$ cat config.mk
export PLATFORM = sky130hd
export DESIGN_NAME = pixel_render_flat
export DESIGN_NICKNAME = d
export VERILOG_FILES = /design/src/ula_pkg.sv /design/src/raster_if.sv /design/src/pixel_render.sv /design/src/flat_wrapper.sv
export SDC_FILE = /design/constraint.sdc
export NUM_CORES = 1
export LEC_CHECK = 0
export ABC_AREA = 0
export BUFFER_PORTS_ARGS = -buffer_cell sky130_fd_sc_hd__buf_2
export CORE_AREA = 2 2 39 41
export DETAILED_ROUTE_END_ITERATION = 10
export DIE_AREA = 0 0 41 43
export PLACE_DENSITY_LB_ADDON = 0.12
export SLEW_MARGIN = 40
export SYNTH_ARGS = -nofsm -noshare
export SYNTH_HDL_FRONTEND = slang
export SYNTH_SLANG_ARGS = --single-unit
$ cat constraint.sdc
create_clock -name vclk -period 1.7
set_input_delay 0.085 -clock vclk [all_inputs]
set_output_delay 0.085 -clock vclk [all_outputs]
set_load 0.05 [all_outputs]
$ cat src/ula_pkg.sv
package ula_pkg;

    //~~~~~~~~~~~~~~~~~~~~~~~~~~~~~~~~~~~~~~~~~~~~~~~~~~~~~~~~~~~~~~~~~~~~~~~~~
    // Types
    //~~~~~~~~~~~~~~~~~~~~~~~~~~~~~~~~~~~~~~~~~~~~~~~~~~~~~~~~~~~~~~~~~~~~~~~~~
    typedef logic [9:0]  hcount_t;      // Clock within line, 0..799
    typedef logic [9:0]  vcount_t;      // Line within frame, 0..524
    typedef logic [12:0] vram_addr_t;   // Video RAM byte address
    typedef logic [7:0]  byte_t;
    typedef logic [3:0]  colour_idx_t;  // {bright, grb}
    typedef logic [11:0] rgb_t;         // {r, g, b} at 4 bits each

    //~~~~~~~~~~~~~~~~~~~~~~~~~~~~~~~~~~~~~~~~~~~~~~~~~~~~~~~~~~~~~~~~~~~~~~~~~
    // 640x480 raster and Spectrum window
    //~~~~~~~~~~~~~~~~~~~~~~~~~~~~~~~~~~~~~~~~~~~~~~~~~~~~~~~~~~~~~~~~~~~~~~~~~
    localparam hcount_t H_TOTAL      = 10'd800;
    localparam vcount_t V_TOTAL      = 10'd525;
    localparam hcount_t H_SYNC       = 10'd96;
    localparam vcount_t V_SYNC       = 10'd2;
    localparam hcount_t H_DISP_START = 10'd144;
    localparam hcount_t H_DISP_END   = 10'd784;
    localparam vcount_t V_DISP_START = 10'd35;
    localparam vcount_t V_DISP_END   = 10'd515;
    localparam hcount_t H_SCR_START  = 10'd208;   // 512 wide after doubling
    localparam hcount_t H_SCR_END    = 10'd720;
    localparam vcount_t V_SCR_START  = 10'd83;    // 384 lines after doubling
    localparam vcount_t V_SCR_END    = 10'd467;
    localparam vcount_t IRQ_LINE     = 10'd35;
    localparam hcount_t IRQ_WIDTH    = 10'd100;

    // Memory map
    localparam vram_addr_t  VRAM_BYTES  = 13'd6912;
    localparam vram_addr_t  ATTR_BASE   = 13'd6144;   // Attributes follow 6K of bitmap
    localparam logic [13:0] BORDER_ADDR = 14'h2000;

    // Bit 0 blue, bit 1 red, bit 2 green; bright lifts level D to F
    function automatic rgb_t palette_rgb(colour_idx_t idx);
        logic [3:0] lvl;
        lvl = idx[3] ? 4'hF : 4'hD;
        return {idx[1] ? lvl : 4'h0, idx[2] ? lvl : 4'h0, idx[0] ? lvl : 4'h0};
    endfunction

endpackage

$ cat src/raster_if.sv
`timescale 1ns/1ns

// Raster position and window flags, one driver and several readers
interface raster_if import ula_pkg::*; ();

    hcount_t hc;            // Horizontal counter
    vcount_t vc;            // Vertical counter
    logic    flash_phase;   // Toggles every 16 frames
    logic    disp_en;       // Inside 640x480
    logic    screen_en;     // Inside 512x384

    modport source (
        output hc, vc, flash_phase, disp_en, screen_en
    );

    modport sink (
        input hc, vc, flash_phase, disp_en, screen_en
    );

endinterface

$ cat src/pixel_render.sv
`timescale 1ns/1ns

module pixel_render import ula_pkg::*; (
    raster_if.sink raster,
    input  byte_t       cell_bits,
    input  byte_t       cell_attr,
    input  logic  [2:0] border,
    output logic  [3:0] vga_r,
    output logic  [3:0] vga_g,
    output logic  [3:0] vga_b
);

    logic        pix_bit;       // Current pixel, ink when set
    logic        flash;
    logic        bright;
    logic        invert;
    logic  [2:0] ink;
    logic  [2:0] paper;
    colour_idx_t cindex;
    rgb_t        rgb;

    // Each Spectrum pixel spans two clocks, MSB first
    assign pix_bit = cell_bits[3'd7 - raster.hc[3:1]];

    //~~~~~~~~~~~~~~~~~~~~~~~~~~~~~~~~~~~~~~~~~~~~~~~~~~~~~~~~~~~~~~~~~~~~~~~~~
    // Attribute decode
    //~~~~~~~~~~~~~~~~~~~~~~~~~~~~~~~~~~~~~~~~~~~~~~~~~~~~~~~~~~~~~~~~~~~~~~~~~
    assign flash  = cell_attr[7];
    assign bright = cell_attr[6];
    assign invert = flash & raster.flash_phase;     // Swap ink and paper
    assign ink    = invert ? cell_attr[5:3] : cell_attr[2:0];
    assign paper  = invert ? cell_attr[2:0] : cell_attr[5:3];

    always_comb begin
        if (raster.screen_en) begin
            cindex = pix_bit ? {bright, ink} : {bright, paper};
        end else begin
            cindex = {1'b0, border};                // Border is never bright
        end
    end

    assign rgb = palette_rgb(cindex);

    // Blank outside the visible area
    assign vga_r = raster.disp_en ? rgb[11:8] : 4'h0;
    assign vga_g = raster.disp_en ? rgb[7:4]  : 4'h0;
    assign vga_b = raster.disp_en ? rgb[3:0]  : 4'h0;

endmodule

$ cat src/flat_wrapper.sv
// flat-port wrapper written by rule: the top's interface ports become plain ports
module pixel_render_flat import ula_pkg::*;
  (cell_bits, cell_attr, border, vga_r, vga_g, vga_b, raster_hc, raster_vc, raster_flash_phase, raster_disp_en, raster_screen_en);
  raster_if raster_i ();
  input  byte_t cell_bits;
  input  byte_t cell_attr;
  input  logic  [2:0] border;
  output logic  [3:0] vga_r;
  output logic  [3:0] vga_g;
  output logic  [3:0] vga_b;
  input wire logic [$bits(raster_i.hc)-1:0] raster_hc;
  input wire logic [$bits(raster_i.vc)-1:0] raster_vc;
  input wire logic [$bits(raster_i.flash_phase)-1:0] raster_flash_phase;
  input wire logic [$bits(raster_i.disp_en)-1:0] raster_disp_en;
  input wire logic [$bits(raster_i.screen_en)-1:0] raster_screen_en;
  assign raster_i.hc = raster_hc;
  assign raster_i.vc = raster_vc;
  assign raster_i.flash_phase = raster_flash_phase;
  assign raster_i.disp_en = raster_disp_en;
  assign raster_i.screen_en = raster_screen_en;
  pixel_render u_core (.raster(raster_i), .cell_bits(cell_bits), .cell_attr(cell_attr), .border(border), .vga_r(vga_r), .vga_g(vga_g), .vga_b(vga_b));
endmodule
==> summary.txt <==
Detailed routing
  – Routed WL per cell: 9.810 um
  – Final wirelength: 1030 um
  – Drc violations: 0
  – Drt pass-1 iters: 2
  – Drt via density: 4.686
  – Initial drt markers: 3
  – Vias post-DR: 492
  – Antenna Nets Post-Route: 0

Pwr
  – Pwr dens: 451.6 nW/um^2
  – Clock share of power: 0%
  – Switch share: 51.67%
  – Peak VDD IR: 0.2001 mV
  – Net load switching power: 186.8 uW
  – Leakage: 0.3480 nW
  – Seq pwr share: 0%
  – Comb pwr share: 100.0%
  – Total internal power: 174.8 uW

Placed design
  – Port bufs: 37
  – Post-DP HPWL: 895.2 um
  – RePlAce Congestion: 0.6836
  – Post-placement cell count: 102

GRT
  – Number of global-route vias before repair: 467
  – Largest net degree at the start of global routing: 11
  – Gr busiest metal: met2
  – Met3 global-route usage: 0%
  – Overall routing resource usage: 13.72%
  – First-pass GRT wire length: 1800 um
  – Initial antenna violation count: 0
  – Met1 GRT Util: 17.32%
  – GR Util met2: 25.94%
  – Gr ovfl total: 0

Critical path
  – WS Path Type: input port to output port
  – Crit start category: input port
  – CP Max Fanout: 3
  – Required @ worst endpoint: 1.62 ns
  – Worst setup EP type: output port
  – Worst Path Arrival: 1.65 ns

Layout
  – Reg area: 0 sq um
  – Sequential cells: 0
  – Layout Nets: 133
  – Layout Cells excl Fill: 105
  – # diodes: 0
  – Area delta synth->final: 111.9%
  – Clkbuf count: 0
  – Layout cells sized above 1: 66.29%
  – Post-layout util: 57.87%

Logic synthesis
  – Syn_nets: 95
  – Top post-synthesis cells by area: mux2i_1, nand2_1, buf_4
  – Top cell type's share of synthesized area: 15.89%
  – Cell variety after synth: 13
  – Post-synth top area cell: mux2i_1
  – Syn_area_per_cell: 7.129 sq um
  – Mapped cell area: 377.9 sq um
  – Most frequent cell after synthesis: nand2_1
  – Commonest cells post-synth: nand2_1, buf_4, mux2i_1, nor2b_1, and3_1
  – Synthesized instance count: 53
  – Sequential area share after synthesis: 0%
  – Synth warnings: 0

Timing
  – RSZ-0062 raised after global routing: true
  – Worst slew margin: 76.95%
  – Setup Viol. Count Final: 9
  – Final worst path period need: 1.735 ns
  – Setup ws final: -0.03490 ns
  – Fin. max-slew vios: 0
  – Final Cycle Share: 102.1%
  – Tightest Pin Transition: 0.3421 ns
  – Fin. Hold Viols: 0
  – F_max: 576.4 MHz

Run status
  – Violated checks: negative setup slack
  – Outcome: complete, but fails checks

Die
  – # IOs: 54
  – Initial cell density of the core: 27.31%
  – Die area: 1763 sq um
  – Core area: 1384 sq um
  – Die Wd: 41 um
  – Row count: 14
  – Die Y: 43 um

Hold path
  – Hold depth: 4
  – HP Start: cell_attr[1]
  – Worst min-delay path class: input port to output port
  – Hold Path Sink: vga_r[1]

CTS
  – Hold buffers post-CTS: 0

Flow run
  – Max Cap Viol: 0
## critical path, stage by stage
cell     delay, ns
buf_8         0.07
mux4_2        0.51
mux2i_4       0.19
buf_6         0.14
xnor2_4       0.12
buf_12        0.14
mux2i_4       0.21
buf_6         0.17
## power by group through the flow
stage / Clock [mW] / Combinational, mW / Sequential (mW)
final: 0 / 0.362 / 0
after global routing: 0 / 0.385 / 0
after CTS: 0 / 0.358 / 0
after detailed placement: 0 / 0.289 / 0
after global placement: 0 / 0.288 / 0
after floorplan: 0 / 0.229 / 0
## worst max path at each step
stage | startpoint | slack, ns | endpoint | cells after the start
CTS | raster_hc[1] | -0.06 | vga_g[0] | 7
finish | raster_hc[1] | -0.03 | vga_b[1] | 8
floorplan | raster_hc[1] | -0.38 | vga_b[2] | 5
global placement | raster_hc[1] | -0.11 | vga_r[0] | 7
global route | raster_hc[1] | -0.09 | vga_b[2] | 8
detailed placement | raster_hc[1] | -0.13 | vga_r[2] | 7
## placed cells by master (no fill, tap or decap), types with 2 or more instances in the layout
cell type / instances
mux2i_2: 2
o21ai_0: 3
and3_1: 3
mux2i_4: 5
buf_6: 15
nor4_4: 3
nor2_2: 2
nand2_1: 16
buf_2: 24
mux4_2: 2
buf_4: 2
nor2b_1: 6
## through the flow
step / hold WS (ns) / total power [mW] / setup TNS (ns) / instance area [sq um] / setup slack [ns]
floorplan: 0.3833 / 0.2293 / -3.364 / 475.5 / -0.3771
global placement: 0.6329 / 0.2879 / -1.219 / 644.4 / -0.1096
detailed placement: 0.6370 / 0.2890 / -1.408 / 644.4 / -0.1297
CTS: 0.5865 / 0.3581 / -0.3633 / 783.3 / -0.05601
global route: 0.5987 / 0.3848 / -0.9691 / 800.8 / -0.08939
finish: 0.5831 / 0.3616 / -0.1822 / 800.8 / -0.03490
## metal layers
metal	vias up	part of all wire [%]
li1	250	-
met3	0	4.8
met4	0	0
met2	19	56
met1	223	39
met5	-	0
## layout make-up
type	instances	area, sq um
fillers	133	583.1
multi-input cells	46	441.7
repair buffers	43	339.1
well taps	16	20.02
## kinds of logic after synthesis
group	after synthesis	synth area share, %
and+or+nand+nor	33	47.02
muxes	9	33.77
buffers and inverters	7	12.91
AOI/OAI and AO/OA	3	3.972
xor gates and xnor gates	1	2.318
## repair_timing
action	4_1_cts	5_1_grt
pin swaps	3	1
endpoints found under the hold margin	0	0
setup buffers	2	0
setup endpoints to repair	12	12
resized for setup	31	5
gates cloned	1	0
(Power assumes the default switching activity.)
