$ cat src/ula_pkg.sv
package ula_pkg;

    //~~~~~~~~~~~~~~~~~~~~~~~~~~~~~~~~~~~~~~~~~~~~~~~~~~~~~~~~~~~~~~~~~~~~~~~~~
    // Types
    //~~~~~~~~~~~~~~~~~~~~~~~~~~~~~~~~~~~~~~~~~~~~~~~~~~~~~~~~~~~~~~~~~~~~~~~~~
    typedef logic [9:0]  hcount_t;      // Clock within line, 0..799
    typedef logic [9:0]  vcount_t;      // Line within frame, 0..524
    typedef logic [12:0] vram_addr_t;   // Video RAM byte address
    typedef logic [7:0]  byte_t;
    typedef logic [3:0]  colour_idx_t;  // {bright, grb}
    typedef logic [11:0] rgb_t;         // {r, g, b} at 4 bits each

    //~~~~~~~~~~~~~~~~~~~~~~~~~~~~~~~~~~~~~~~~~~~~~~~~~~~~~~~~~~~~~~~~~~~~~~~~~
    // 640x480 raster and Spectrum window
    //~~~~~~~~~~~~~~~~~~~~~~~~~~~~~~~~~~~~~~~~~~~~~~~~~~~~~~~~~~~~~~~~~~~~~~~~~
    localparam hcount_t H_TOTAL      = 10'd800;
    localparam vcount_t V_TOTAL      = 10'd525;
    localparam hcount_t H_SYNC       = 10'd96;
    localparam vcount_t V_SYNC       = 10'd2;
    localparam hcount_t H_DISP_START = 10'd144;
    localparam hcount_t H_DISP_END   = 10'd784;
    localparam vcount_t V_DISP_START = 10'd35;
    localparam vcount_t V_DISP_END   = 10'd515;
    localparam hcount_t H_SCR_START  = 10'd208;   // 512 wide after doubling
    localparam hcount_t H_SCR_END    = 10'd720;
    localparam vcount_t V_SCR_START  = 10'd83;    // 384 lines after doubling
    localparam vcount_t V_SCR_END    = 10'd467;
    localparam vcount_t IRQ_LINE     = 10'd35;
    localparam hcount_t IRQ_WIDTH    = 10'd100;

    // Memory map
    localparam vram_addr_t  VRAM_BYTES  = 13'd6912;
    localparam vram_addr_t  ATTR_BASE   = 13'd6144;   // Attributes follow 6K of bitmap
    localparam logic [13:0] BORDER_ADDR = 14'h2000;

    // Bit 0 blue, bit 1 red, bit 2 green; bright lifts level D to F
    function automatic rgb_t palette_rgb(colour_idx_t idx);
        logic [3:0] lvl;
        lvl = idx[3] ? 4'hF : 4'hD;
        return {idx[1] ? lvl : 4'h0, idx[2] ? lvl : 4'h0, idx[0] ? lvl : 4'h0};
    endfunction

endpackage

$ cat src/raster_if.sv
`timescale 1ns/1ns

// Raster position and window flags, one driver and several readers
interface raster_if import ula_pkg::*; ();

    hcount_t hc;            // Horizontal counter
    vcount_t vc;            // Vertical counter
    logic    flash_phase;   // Toggles every 16 frames
    logic    disp_en;       // Inside 640x480
    logic    screen_en;     // Inside 512x384

    modport source (
        output hc, vc, flash_phase, disp_en, screen_en
    );

    modport sink (
        input hc, vc, flash_phase, disp_en, screen_en
    );

endinterface

$ cat src/vga_timing.sv
`timescale 1ns/1ns

module vga_timing import ula_pkg::*; (
    input  logic     clk_pix,
    input  logic     rst_n,
    raster_if.source raster,
    output logic     hsync,
    output logic     vsync,
    output logic     irq_n          // Vertical retrace interrupt, active low
);

    hcount_t    hc;
    hcount_t    hc_nxt;
    vcount_t    vc;
    vcount_t    vc_nxt;
    logic [4:0] frame;              // Frame counter for flash
    logic [4:0] frame_nxt;

    //~~~~~~~~~~~~~~~~~~~~~~~~~~~~~~~~~~~~~~~~~~~~~~~~~~~~~~~~~~~~~~~~~~~~~~~~~
    // Counter next state
    //~~~~~~~~~~~~~~~~~~~~~~~~~~~~~~~~~~~~~~~~~~~~~~~~~~~~~~~~~~~~~~~~~~~~~~~~~
    always_comb begin
        hc_nxt    = hc + 10'd1;
        vc_nxt    = vc;
        frame_nxt = frame;
        if (hc == H_TOTAL - 10'd1) begin          // End of line
            hc_nxt = '0;
            if (vc == V_TOTAL - 10'd1) begin      // End of frame
                vc_nxt    = '0;
                frame_nxt = frame + 5'd1;
            end else begin
                vc_nxt = vc + 10'd1;
            end
        end
    end

    // Sync outputs follow the next counter values so they line up with hc/vc
    always_ff @(posedge clk_pix) begin
        if (!rst_n) begin
            hc    <= '0;
            vc    <= '0;
            frame <= '0;
            hsync <= 1'b0;
            vsync <= 1'b0;
            irq_n <= 1'b1;
        end else begin
            hc    <= hc_nxt;
            vc    <= vc_nxt;
            frame <= frame_nxt;
            hsync <= (hc_nxt >= H_SYNC);
            vsync <= (vc_nxt >= V_SYNC);
            irq_n <= !(vc_nxt == IRQ_LINE && hc_nxt < IRQ_WIDTH);
        end
    end

    //~~~~~~~~~~~~~~~~~~~~~~~~~~~~~~~~~~~~~~~~~~~~~~~~~~~~~~~~~~~~~~~~~~~~~~~~~
    // Window flags
    //~~~~~~~~~~~~~~~~~~~~~~~~~~~~~~~~~~~~~~~~~~~~~~~~~~~~~~~~~~~~~~~~~~~~~~~~~
    assign raster.hc          = hc;
    assign raster.vc          = vc;
    assign raster.flash_phase = frame[4];       // 16 frames on, 16 off
    assign raster.disp_en     = (hc >= H_DISP_START) && (hc < H_DISP_END) &&
                                (vc >= V_DISP_START) && (vc < V_DISP_END);
    assign raster.screen_en   = (hc >= H_SCR_START) && (hc < H_SCR_END) &&
                                (vc >= V_SCR_START) && (vc < V_SCR_END);

endmodule

$ cat src/flat_wrapper.sv
// flat-port wrapper written by rule: the top's interface ports become plain ports
module vga_timing_flat import ula_pkg::*;
  (clk_pix, rst_n, hsync, vsync, irq_n, raster_hc, raster_vc, raster_flash_phase, raster_disp_en, raster_screen_en);
  raster_if raster_i ();
  input  logic clk_pix;
  input  logic rst_n;
  output logic hsync;
  output logic vsync;
  output logic irq_n;
  output wire logic [$bits(raster_i.hc)-1:0] raster_hc;
  output wire logic [$bits(raster_i.vc)-1:0] raster_vc;
  output wire logic [$bits(raster_i.flash_phase)-1:0] raster_flash_phase;
  output wire logic [$bits(raster_i.disp_en)-1:0] raster_disp_en;
  output wire logic [$bits(raster_i.screen_en)-1:0] raster_screen_en;
  assign raster_hc = raster_i.hc;
  assign raster_vc = raster_i.vc;
  assign raster_flash_phase = raster_i.flash_phase;
  assign raster_disp_en = raster_i.disp_en;
  assign raster_screen_en = raster_i.screen_en;
  vga_timing u_core (.clk_pix(clk_pix), .rst_n(rst_n), .raster(raster_i), .hsync(hsync), .vsync(vsync), .irq_n(irq_n));
endmodule
$ cat config.mk
export PLATFORM = sky130hd
export DESIGN_NAME = vga_timing_flat
export DESIGN_NICKNAME = d
export VERILOG_FILES = /design/src/ula_pkg.sv /design/src/raster_if.sv /design/src/vga_timing.sv /design/src/flat_wrapper.sv
export SDC_FILE = /design/constraint.sdc
export NUM_CORES = 1
export LEC_CHECK = 0
export BUFFER_PORTS_ARGS = -buffer_cell sky130_fd_sc_hd__buf_2
export CAP_MARGIN = 20
export CORE_ASPECT_RATIO = 1.75
export CORE_MARGIN = 2
export CORE_UTILIZATION = 55
export DETAILED_ROUTE_END_ITERATION = 8
export PLACE_DENSITY = 0.89
export SYNTH_ARGS = -nofsm -noshare
export SYNTH_HDL_FRONTEND = slang
export SYNTH_SLANG_ARGS = --single-unit
export TNS_END_PERCENT = 50
$ cat constraint.sdc
create_clock -name clk_pix -period 3 [get_ports clk_pix]
set_input_delay 0 -clock clk_pix [delete_from_list [all_inputs] [get_ports clk_pix]]
set_output_delay 0 -clock clk_pix [all_outputs]
set_load 0.02 [all_outputs]
==> flow_metrics.py <==
metrics = {
    "cts": {
        "tritoncts": "yes",
        "tritoncts_num_sinks": 28,
        "cts_max_level": 1,
        "worstSkewPairLatency_ns": 0.28,
        "number_of_buffers_created_by_cts": 3,
        "clkTransAtPathRegs_ns": 0.10,
        "clk_root_buffer_cell": "sky130_fd_sc_hd__clkbuf_8",
        "clock_tree.buffer_depth": 2,
        "post_cts.repair.setup_buffers": 0,
    },
    "power_and_ir_drop": {
        "power.share.sequential": 0.539,
        "comb_power_share": 0.036,
        "vdd_ir_max_mv": 0.287,
        "power.switching_fraction": 0.202,
        "power_dissipated_by_switching_net_loads_w": 0.000143,
        "p_leak_nw": 0.728,
        "power.clock.fraction": 0.426,
        "power.density_nw_per_um2": 385,
        "power.internal_w": 0.000562,
    },
    "floorplanning": {
        "die_x_um": 45.2,
        "die_outline_area_sq_um": 3440,
        "core_sq_um": 2860,
        "num_rows": 26,
        "ports_placed_on_the_boundary": 28,
        "floorplan.initialDensity": 0.570,
        "fp.dieH_um": 76.1,
    },
    "cells_and_area": {
        "fillerInstances": 263,
        "layout.nets": 232,
        "num_antenna_cells": 0,
        "syn_to_final_growth_pct": 12.0,
        "final_layout_size_suffix_gt1_frac": 0.188,
        "mostFrequentLayoutCell": "sky130_fd_sc_hd__nor2_1",
        "mostFrequentLayoutCells": "sky130_fd_sc_hd__nor2_1, sky130_fd_sc_hd__dfxtp_1, sky130_fd_sc_hd__buf_2",
    },
    "min_path": {
        "hold_path_startpoint": "rst_n",
        "timing.hold.worst.class": "input port to register",
    },
    "drt": {
        "first_iter_violations": 92,
        "ant_nets": 0,
        "route.vias.total": 1609,
        "totalWireLength_um": 3960,
        "routedWlPerCell_um": 15.7,
        "detailedRoute.firstPassIterationCount": 5,
        "drcViolationCount": 0,
        "avgViaCountPerCell": 6.38,
    },
    "worst_setup_path": {
        "crit_path_start_kind": "register",
        "crit_type": "register to register",
        "worst_ep_required_time_ns": 3.16,
        "worst_setup_path_end_kind": "register",
        "arrival_ns": 2.68,
        "rr_startpoint": "u_core.raster.hc[0]",
        "worstSetupStartpoint": "u_core.raster.hc[0]",
        "crit_fanout": 7,
    },
    "synthesis": {
        "mappedNetlistNets": 212,
        "synth_seq_area_share": 0.343,
        "yosysWarnings": 0,
        "synth_async_sr_flop_share": 0,
        "synth_edf_count": 0,
        "synth.distinct_cells": 44,
        "synth_seq_cells": 28,
        "avgSynthCellArea_sq_um": 7.96,
        "syn-instance-count": 205,
        "syn-cell-area_sq_um": 1630,
        "synth_ff_type": "sky130_fd_sc_hd__dfxtp_1",
    },
    "sta": {
        "maxSlewHeadroom": 0.566,
        "slew_violations": 0,
        "worst_pin_slew_ns": 0.651,
        "clock.fmax_mhz": 396,
        "timing.hold.ws_ns": 0.508,
        "timing.final.hold_violations": 0,
        "finalSetupViolations": 0,
        "rsz_0062_raised_after_global_routing": "no",
        "finalCritPeriodShare": 0.841,
        "totalNegativeSetupSlack_ns": 0,
        "clock-skew-final_ns": 0.00212,
        "post_layout_min_period_ns": 2.52,
    },
    "job": {
        "cap_violations": 0,
    },
    "global_route": {
        "grt_pass1_vias": 1486,
        "antenna_found_initial": 0,
        "groute.usage.overall": 0.247,
        "grt_overflow_total": 0,
        "grt_max_degree": 22,
        "global_route_wire_length_before_repair_um": 6530,
    },
    "placement": {
        "io_buffer_count": 27,
        "gp_congestion": 1.02,
        "dp_hpwl_um": 2870,
    },
    "status": {
        "run_status": "complete, no violations",
    },
}
==> routing by layer <==
layer | routed length [um] | track usage | share of wire | up-vias
li1 | - | - | - | 766
met1 | 1420 | 0.259 | 0.36 | 748
met2 | 2150 | 0.449 | 0.54 | 77
met3 | 211 | 0.0308 | 0.053 | 18
met4 | 182 | 0.115 | 0.046 | 0
met5 | 0 | 0 | 0 | -
==> worst paths after layout <==
| path | to | slack (ns) | cells after the start |
|---|---|---|---|
| worst min-delay path | u_core.raster.hc[1] | 0.51 | 3 |
| worst max-delay path | u_core.irq_n | 0.48 | 6 |
| worst min register to register | u_core.raster.hc[0] | 0.52 | 1 |
| worst max register to register | u_core.irq_n | 0.48 | 6 |
==> state kept, by name (all words and copies together), names as in the netlist <==
register,count
u_core.vsync,1
u_core.hsync,1
u_core.frame,5
u_core.raster.hc,10
u_core.irq_n,1
u_core.raster.vc,10
==> timing repair <==
item | in CTS | in global routing
hold buffers | 1 | 0
resized for setup | 0 | 0
endpoints found under the hold margin | 1 | 0
==> cells in the mapped netlist (all sizes together) (3+ instances only) <==
cell type / n / area (sq um)
dfxtp: 28 / 561
a31oi: 3 / 18.8
nand4: 8 / 50.1
ha: 5 / 62.6
nor4: 3 / 25.0
buf: 6 / 36.3
mux2i: 3 / 30.0
inv: 7 / 26.3
nor3: 7 / 40.0
a21oi: 12 / 60.1
and3: 3 / 18.8
a211oi: 3 / 22.5
nand2: 15 / 56.3
o21ai: 10 / 50.1
nand3: 8 / 40.0
or3: 3 / 18.8
nor2: 29 / 109
xnor2: 10 / 87.6
xor2: 6 / 52.6
clkbuf: 9 / 33.8
==> logic make-up (layout without fill, tap and decap cells) <==
group	Yosys count	after routing	synth area share
AOI/OAI and AO/OA	38	38	0.152
buffers and inverters	22	41	0.0590
muxes	5	5	0.0322
adders and majority gates	5	5	0.0383
xor gates and xnor gates	16	16	0.0858
DFF	28	28	0.343
and+or+nand+nor	91	91	0.289
==> power by group through the flow <==
stage / Sequential (W) / Combinational [W] / Clock (W)
floorplan: 0.000392 / 0.0000131 / 0
global placement: 0.000388 / 0.0000244 / 0
detailed placement: 0.000388 / 0.0000245 / 0
CTS: 0.000380 / 0.0000256 / 0.000301
global route: 0.000381 / 0.0000281 / 0.000315
finish: 0.000380 / 0.0000251 / 0.000300
==> through the flow <==
stage,instance area [sq um],util,total power (W),std cells,worst slack (ns)
floorplan,1630,-,0.000405,205,0.528
global placement,1750,0.611,0.000412,247,0.599
detailed placement,1750,0.611,0.000413,247,0.544
CTS,1830,0.639,0.000707,252,0.522
global route,1830,0.639,0.000724,252,0.291
finish,1830,0.639,0.000705,252,0.476
==> final cells by class <==
cell class                      count  area [sq um]  area share
Tap cell                           28          35.0      0.0192
Multi-Input combinational cell    155           976       0.534
Clock buffer                        3          41.3      0.0226
Clock inverter                      1          30.0      0.0164
Timing Repair Buffer               30           160      0.0876
Inverter                            7          26.3      0.0144
Sequential cell                    28           561       0.306
==> worst max-delay path, cell delays in order, from the launching register on <==
cell and delay, ns:
sky130_fd_sc_hd__dfxtp_1 0.43, sky130_fd_sc_hd__ha_1 0.28, sky130_fd_sc_hd__nand4_1 0.28, sky130_fd_sc_hd__or3_1 0.52
sky130_fd_sc_hd__a2111o_1 0.49, sky130_fd_sc_hd__a2111oi_2 0.30, sky130_fd_sc_hd__nand4_1 0.12
Note: power is estimated with default switching activity, not from simulation.
