==> config.mk <==
export PLATFORM = sky130hd
export DESIGN_NAME = apb_ula_port
export DESIGN_NICKNAME = d
export VERILOG_FILES = /design/src/ula_pkg.sv /design/src/apb_ula_port.sv
export SDC_FILE = /design/constraint.sdc
export NUM_CORES = 1
export LEC_CHECK = 0
export ABC_AREA = 1
export BUFFER_PORTS_ARGS = -buffer_cell sky130_fd_sc_hd__clkbuf_2
export CAP_MARGIN = 20
export CORE_ASPECT_RATIO = 0.7
export CORE_UTILIZATION = 41
export DETAILED_ROUTE_END_ITERATION = 16
export GPL_ROUTABILITY_DRIVEN = 1
export PLACE_DENSITY = 0.84
export SLEW_MARGIN = 10
export SYNTH_ARGS = -nofsm -noshare
export SYNTH_HDL_FRONTEND = slang
export SYNTH_SLANG_ARGS = --single-unit
==> constraint.sdc <==
create_clock -name clk_pix -period 1.7 [get_ports clk_pix]
set_input_delay 0.34 -clock clk_pix [delete_from_list [all_inputs] [get_ports clk_pix]]
set_output_delay 0.34 -clock clk_pix [all_outputs]
set_load 0.05 [all_outputs]
==> src/ula_pkg.sv <==
package ula_pkg;

    //~~~~~~~~~~~~~~~~~~~~~~~~~~~~~~~~~~~~~~~~~~~~~~~~~~~~~~~~~~~~~~~~~~~~~~~~~
    // Types
    //~~~~~~~~~~~~~~~~~~~~~~~~~~~~~~~~~~~~~~~~~~~~~~~~~~~~~~~~~~~~~~~~~~~~~~~~~
    typedef logic [9:0]  hcount_t;      // Clock within line, 0..799
    typedef logic [9:0]  vcount_t;      // Line within frame, 0..524
    typedef logic [12:0] vram_addr_t;   // Video RAM byte address
    typedef logic [7:0]  byte_t;
    typedef logic [3:0]  colour_idx_t;  // {bright, grb}
    typedef logic [11:0] rgb_t;         // {r, g, b} at 4 bits each

    //~~~~~~~~~~~~~~~~~~~~~~~~~~~~~~~~~~~~~~~~~~~~~~~~~~~~~~~~~~~~~~~~~~~~~~~~~
    // 640x480 raster and Spectrum window
    //~~~~~~~~~~~~~~~~~~~~~~~~~~~~~~~~~~~~~~~~~~~~~~~~~~~~~~~~~~~~~~~~~~~~~~~~~
    localparam hcount_t H_TOTAL      = 10'd800;
    localparam vcount_t V_TOTAL      = 10'd525;
    localparam hcount_t H_SYNC       = 10'd96;
    localparam vcount_t V_SYNC       = 10'd2;
    localparam hcount_t H_DISP_START = 10'd144;
    localparam hcount_t H_DISP_END   = 10'd784;
    localparam vcount_t V_DISP_START = 10'd35;
    localparam vcount_t V_DISP_END   = 10'd515;
    localparam hcount_t H_SCR_START  = 10'd208;   // 512 wide after doubling
    localparam hcount_t H_SCR_END    = 10'd720;
    localparam vcount_t V_SCR_START  = 10'd83;    // 384 lines after doubling
    localparam vcount_t V_SCR_END    = 10'd467;
    localparam vcount_t IRQ_LINE     = 10'd35;
    localparam hcount_t IRQ_WIDTH    = 10'd100;

    // Memory map
    localparam vram_addr_t  VRAM_BYTES  = 13'd6912;
    localparam vram_addr_t  ATTR_BASE   = 13'd6144;   // Attributes follow 6K of bitmap
    localparam logic [13:0] BORDER_ADDR = 14'h2000;

    // Bit 0 blue, bit 1 red, bit 2 green; bright lifts level D to F
    function automatic rgb_t palette_rgb(colour_idx_t idx);
        logic [3:0] lvl;
        lvl = idx[3] ? 4'hF : 4'hD;
        return {idx[1] ? lvl : 4'h0, idx[2] ? lvl : 4'h0, idx[0] ? lvl : 4'h0};
    endfunction

endpackage

==> src/apb_ula_port.sv <==
`timescale 1ns/1ns

module apb_ula_port import ula_pkg::*; (
    input  logic        clk_pix,
    input  logic        rst_n,
    input  logic [13:0] paddr,
    input  logic        psel,
    input  logic        penable,
    input  logic        pwrite,
    input  byte_t       pwdata,
    output byte_t       prdata,
    output logic        pready,
    output logic        pslverr,
    output vram_addr_t  cpu_addr,
    output logic        cpu_we,
    output byte_t       cpu_wdata,
    input  byte_t       cpu_rdata,
    output logic  [2:0] border
);

    logic sel_ram;
    logic sel_brd;
    logic addr_err;
    logic setup;            // First cycle of a transfer
    logic access_done;      // Access cycle that completes

    // Address decode
    assign sel_ram  = (paddr < {1'b0, VRAM_BYTES});
    assign sel_brd  = (paddr == BORDER_ADDR);
    assign addr_err = !sel_ram && !sel_brd;

    assign setup       = psel && !penable;
    assign access_done = psel && penable && pready;

    // RAM is addressed straight from the bus, data ready after the setup cycle
    assign cpu_addr  = paddr[12:0];
    assign cpu_wdata = pwdata;
    assign cpu_we    = access_done && pwrite && sel_ram;

    //~~~~~~~~~~~~~~~~~~~~~~~~~~~~~~~~~~~~~~~~~~~~~~~~~~~~~~~~~~~~~~~~~~~~~~~~~
    // Handshake and border register
    //~~~~~~~~~~~~~~~~~~~~~~~~~~~~~~~~~~~~~~~~~~~~~~~~~~~~~~~~~~~~~~~~~~~~~~~~~
    always_ff @(posedge clk_pix) begin
        if (!rst_n) begin
            pready  <= 1'b0;
            pslverr <= 1'b0;
            border  <= 3'd0;
        end else begin
            pready  <= 1'b0;                        // One-cycle pulse
            pslverr <= 1'b0;
            if (setup && pwrite) begin              // Writes finish in first access
                pready  <= 1'b1;
                pslverr <= addr_err;
            end else if (psel && penable && !pready && !pwrite) begin
                pready  <= 1'b1;                    // Read wait state over
                pslverr <= addr_err;
            end
            if (access_done && pwrite && sel_brd) begin
                border <= pwdata[2:0];
            end
        end
    end

    // Read data captured during the wait state
    always_ff @(posedge clk_pix) begin
        if (psel && penable && !pready && !pwrite) begin
            prdata <= sel_ram ? cpu_rdata :
                      sel_brd ? {5'd0, border} : 8'h00;
        end
    end

endmodule

==> impl_metrics.yaml, run 1 <==
synthesis:
  yosysUniqueCellTypes: 18
  synthCells: 112
  syn_area_per_cell_sq_um: 7.56
  syn-cell-area_sq_um: 847
  synth-seq-cells: 13
  syn-num-nets: 147
  yosys_warnings: 0
  synth-seq-area-share: 0.402
route:
  drt_iter0_drc: 31
  drc: 0
  via_count: 809
  drt-pass1-iter-count: 4
  finalWirelength_um: 1850
  ant_nets: 0
  via_per_inst: 4.57
  wire_per_inst_um: 10.4
critical_path:
  rr_endpoint: "prdata[2]"
  crit_arrival_ns: 1.22
  end_kind: "output pin"
  crit_type: "reg2out"
  setup.worst_path.end: "cpu_we"
  critPathLaunchType: "register"
  reg2reg_from: "pready"
  cp_max_fo: 3
  r2r_slack_ns: 0.51
  crit_start: "pready"
  worst_ep_required_time_ns: 1.36
  r2r_cells: 3
sta:
  skew_ns: 0.00805
  worstMarginPinSlew_ns: 0.316
  rsz0062_at_grt: "false"
  slew_headroom: 0.789
  setup_slack_ns: 0.144
  hold_viol: 0
  fmax_ghz: 0.643
  period_needed_ns: 1.56
  slew_violations: 0
  finalSetupTns_ns: 0
  finalCritPeriodShare: 0.915
  setup_viol: 0
placed_design:
  port_buffers: 59
  hpwl_um: 1590
  pre_cts_ws_ns: 0.185
  place.gp.congestion: 0.799
clocking:
  cts_num_sinks: 13
  path_clk_slew_ns: 0.08
  ctsResizeCount: 0
  cts_tree: "yes"
  clockRootBuffer: "clkbuf_4"
  cts_hold_buf: 0
  cts_buffers: 3
  post_cts_buffers: 0
  clkLatencyLatePin_ns: 0.28
  cts.htree.levels: 1
  clock_path_buffers: 2
global_routing:
  grt_max_degree: 9
  grt_overflow_total: 0
  grt_pass1_vias: 684
  grt_pass1_wl_um: 2820
  grt.total_usage: 0.169
  antenna_found_initial: 0
cells_and_area:
  diodes: 0
  area_delta_synth_final_pct: 25.0
  layout-drive-gt1-share: 0.477
  layout.nets: 191
power_and_ir_drop:
  leakagePower_nw: 0.582
  irDropWorstVdd_mv: 0.405
  power.density_nw_per_um2: 717
die:
  io_pins: 70
  die_area_sq_um: 2250
  initial_core_util: 0.445
  row_count: 13
  die_w_um: 56.3
  die_y_um: 40.0
  core_sq_um: 1900
hold_path:
  hold_class: "in2reg"
status:
  status: "finished clean"
job:
  drv_cap: 0
-- layout make-up --
type / instances / area [sq um]
fillers: 171 / 845
well taps: 22 / 27.5
repair buffers: 60 / 303
flip-flops and latches: 13 / 340
clock buffers: 3 / 22.5
multi-input cells: 56 / 278
clock inverters: 1 / 5.00
inverters: 22 / 82.6
-- power by group --
group / switching, W / internal, W / leakage (nW) / total, W
clock: 0.000103 / 0.0000873 / 0.0177 / 0.000190
sequential: 0.00000288 / 0.000344 / 0.112 / 0.000347
combinational: 0.000162 / 0.0000597 / 0.452 / 0.000222
-- synthesized netlist by cell type --
library cell  number  area share
a21oi_1            1      0.0059
nand3_2            2       0.024
and3_1             1      0.0074
nor2_1            22       0.097
buf_4             21        0.19
nand3_1            2       0.012
o22ai_1            3       0.022
o21ai_2            1       0.010
inv_1             20       0.089
dfxtp_1            5        0.12
or2_1              1      0.0074
nor2_2             4       0.030
inv_2              2      0.0089
nand4_1            3       0.022
nor3_1             1      0.0059
a21boi_1           1      0.0089
nand2_1           14       0.062
edfxtp_1           8        0.28
-- layer usage --
layer / global-route usage / share of wire / up-vias
li1: - / - / 410
met5: 0 / 0 / -
met3: 0.0387 / 0.059 / 4
met2: 0.366 / 0.53 / 27
met4: 0.0305 / 0.010 / 0
met1: 0.177 / 0.40 / 368
-- sequential cells by signal, summed over array words and instances (netlist names) --
register  count
pslverr       1
prdata        8
pready        1
border        3
-- logic make-up (layout without fill, tap and decap cells) --
family | count (synthesis) | in the layout | share of synthesized area
buffers and inverters | 43 | 86 | 0.284
DFF | 13 | 13 | 0.402
and+or+nand+nor | 50 | 50 | 0.267
AOI/OAI and AO/OA | 6 | 6 | 0.0473
-- stage by stage --
step / total power (W) / instance area (sq um) / util / hold slack (ns) / instances
6_report: 0.000759 / 1060 / 0.556 / 0.306 / 177
5_1_grt: 0.000795 / 1060 / 0.556 / 0.337 / 177
4_1_cts: 0.000765 / 1060 / 0.556 / 0.307 / 177
3_5_place_dp: 0.000578 / 1030 / 0.542 / 0.537 / 173
3_3_place_gp: 0.000573 / 1030 / 0.542 / 0.538 / 173
2_1_floorplan: 0.000557 / 858 / - / 0.461 / 112
-- worst max-delay path, stage by stage, from the launching register on --
cell      delay [ns]
dfxtp_1         0.36
inv_1           0.11
nor3_4          0.18
clkbuf_2        0.29
-- cells in the final DEF, fill, tap and decap left out, drive strengths merged --
cell type,count
dfxtp,5
or2,1
edfxtp,8
clkbuf,62
a21oi,1
nand4,3
inv,22
o22ai,3
nor2,26
and3,1
buf,1
nand2,14
clkinv,1
nor3,1
nand3,4
a21boi,1
o21ai,1
-- worst min path at each step --
stage	startpoint	to	slack, ns	depth (start not counted)
global route	rst_n	border[1]	0.34	3
detailed placement	border[1]	border[1]	0.54	4
CTS	rst_n	border[0]	0.31	3
global placement	border[0]	border[0]	0.54	4
floorplan	rst_n	border[0]	0.46	2
finish	rst_n	border[1]	0.31	3
Note: power is estimated with default switching activity, not from simulation.
==> run 2, diff against run 1 <==
--- a/config.mk
+++ b/config.mk
@@ -9,5 +9,5 @@
 export BUFFER_PORTS_ARGS = -buffer_cell sky130_fd_sc_hd__clkbuf_2
 export CAP_MARGIN = 20
-export CORE_ASPECT_RATIO = 0.7
+export CORE_ASPECT_RATIO = 1.5
 export CORE_UTILIZATION = 41
 export DETAILED_ROUTE_END_ITERATION = 16
==> constraint.sdc (replaced) <==
create_clock -name clk_pix -period 1.7 [get_ports clk_pix]
set_input_delay 0.085 -clock clk_pix [delete_from_list [all_inputs] [get_ports clk_pix]]
set_output_delay 0.085 -clock clk_pix [all_outputs]
set_load 0.05 [all_outputs]
==> run 2 against run 1 <==
Compared with the run above: power decreased by 2.1%; final cell count decreased by 1.1%; core utilization decreased by 0.12 points; via count decreased by 2.3%; routed wire length decreased by 16%; non-clock buffer count decreased by 1; design area decreased by 1.5%; register-to-register slack improved by 0.06 ns; sequential power about the same; worst setup slack improved by 0.32 ns; first-iteration DRC count decreased by 81%; critical path type unchanged; critical endpoint unchanged; highest routed layer unchanged.
==> impl_metrics.yaml, run 2 (synthesis gave the netlist of run 1 again) <==
status:
  status: "finished clean"
cells_and_area:
  top_register: "prdata"
  area_delta_synth_final_pct: 23.0
  layout_common_cells: "59 x clkbuf_2, 22 x nor2_1, 20 x inv_1, 14 x nand2_1, 8 x edfxtp_1"
  diodes: 0
  largest_register_ffs: 8
  final_area_sq_um: 1040
  layout.nets: 190
  reg.largest.list: "prdata x8, border x3"
  layout-drive-gt1-share: 0.468
  nFillCells: 186
  final_common_cell: "clkbuf_2"
route:
  drc: 0
  via_per_inst: 4.51
  wire_per_inst_um: 8.86
  drt-pass1-iter-count: 4
  drt_iter0_drc: 6
  via_count: 790
  ant_nets: 0
  finalWirelength_um: 1550
sta:
  finalSetupTns_ns: 0
  slew_violations: 0
  worstMarginPinSlew_ns: 0.411
  setup_slack_ns: 0.463
  finalCritPeriodShare: 0.728
  hold_viol: 0
  skew_ns: 0.000354
  slew_headroom: 0.726
  period_needed_ns: 1.24
  setup_viol: 0
  fmax_ghz: 0.808
  hold-worst-slack_ns: 0.0659
  rsz0062_at_grt: "false"
global_routing:
  grt_pass1_wl_um: 2390
  grt_overflow_total: 0
  grt_max_degree: 11
  grt.total_usage: 0.145
  grt_pass1_vias: 687
  antenna_found_initial: 0
critical_path:
  cp_max_fo: 3
  critPathLaunchType: "register"
  worst_ep_required_time_ns: 1.62
  end_kind: "output pin"
  crit_type: "reg2out"
  crit_arrival_ns: 1.15
hold_path:
  hold_class: "in2reg"
power_and_ir_drop:
  p_int_w: 0.000493
  pwr-share-seq: 0.467
  comb_power_share: 0.292
  clkPwrFrac: 0.241
  p_sw_w: 0.000250
  power.density_nw_per_um2: 713
  swShare: 0.337
  irDropWorstVdd_mv: 0.409
  leakagePower_nw: 0.565
placed_design:
  placed_cell_area_sq_um: 1020
  pre_cts_ws_ns: 0.575
  place.gp.congestion: 0.773
  hpwl_um: 1390
  port_buffers: 59
clocking:
  cts_tree: "yes"
  cts_hold_buf: 0
  post_cts_buffers: 0
  path_clk_slew_ns: 0.07
  cts_num_sinks: 13
  clock_path_buffers: 2
  ctsResizeCount: 0
  cts.htree.levels: 1
  clockRootBuffer: "clkbuf_4"
  clkLatencyLatePin_ns: 0.26
  cts_buffers: 3
die:
  core_sq_um: 1880
  die_y_um: 57.7
  io_pins: 70
  initial_core_util: 0.451
  row_count: 19
  die_area_sq_um: 2260
  die_w_um: 39.1
job:
  drv_cap: 0
-- run 2: cell count changes in the layout (fill, tap and decap cells not counted) --
cell	delta
buf_4	-1
clkbuf_1	+1
clkinv_2	-1
nor3_2	+1
nor3_4	-1
-- run 2: power by group through the flow --
stage	logic, W	clock network [W]	registers (W)
6_report	0.000217	0.000179	0.000347
2_1_floorplan	0.000172	0	0.000385
3_5_place_dp	0.000218	0	0.000354
4_1_cts	0.000219	0.000186	0.000347
5_1_grt	0.000232	0.000201	0.000348
3_3_place_gp	0.000215	0	0.000353
-- run 2: worst paths after layout --
check	start	slack [ns]	endpoint	depth (start not counted)
min	rst_n	0.07	border[2]	3
min reg2reg	border[0]	0.54	border[0]	4
max reg2reg	pready	0.57	prdata[0]	3
max	pready	0.46	cpu_we	3
-- run 2: per-stage QoR --
stage	std cells	utilization	total power, W
after floorplan	112	-	0.000556
after global placement	171	0.541	0.000568
after detailed placement	171	0.541	0.000572
after CTS	175	0.555	0.000752
after global routing	175	0.555	0.000780
final	175	0.555	0.000743
-- run 2: layout make-up --
class | instances | area [sq um] | share of cell area
sequential | 13 | 340 | 0.327
timing repair buffer | 59 | 295 | 0.283
multi-input combinational | 56 | 272 | 0.261
inverter | 22 | 82.6 | 0.0792
clock buffer | 4 | 26.3 | 0.0252
tap | 21 | 26.3 | 0.0252
-- run 2: critical path, stage by stage (launching register included) --
cell and delay, ns:
dfxtp_1 0.34, inv_1 0.09, nor3_2 0.16, clkbuf_2 0.29
-- run 2: layer usage --
metal / global-route usage / part of all wire / wire [um] / vias up
li1: - / - / - / 412
met1: 0.146 / 0.37 / 571 / 328
met2: 0.274 / 0.52 / 801 / 47
met3: 0.0345 / 0.10 / 162 / 3
met4: 0.0443 / 0.010 / 16 / 0
met5: 0 / 0 / 0 / -
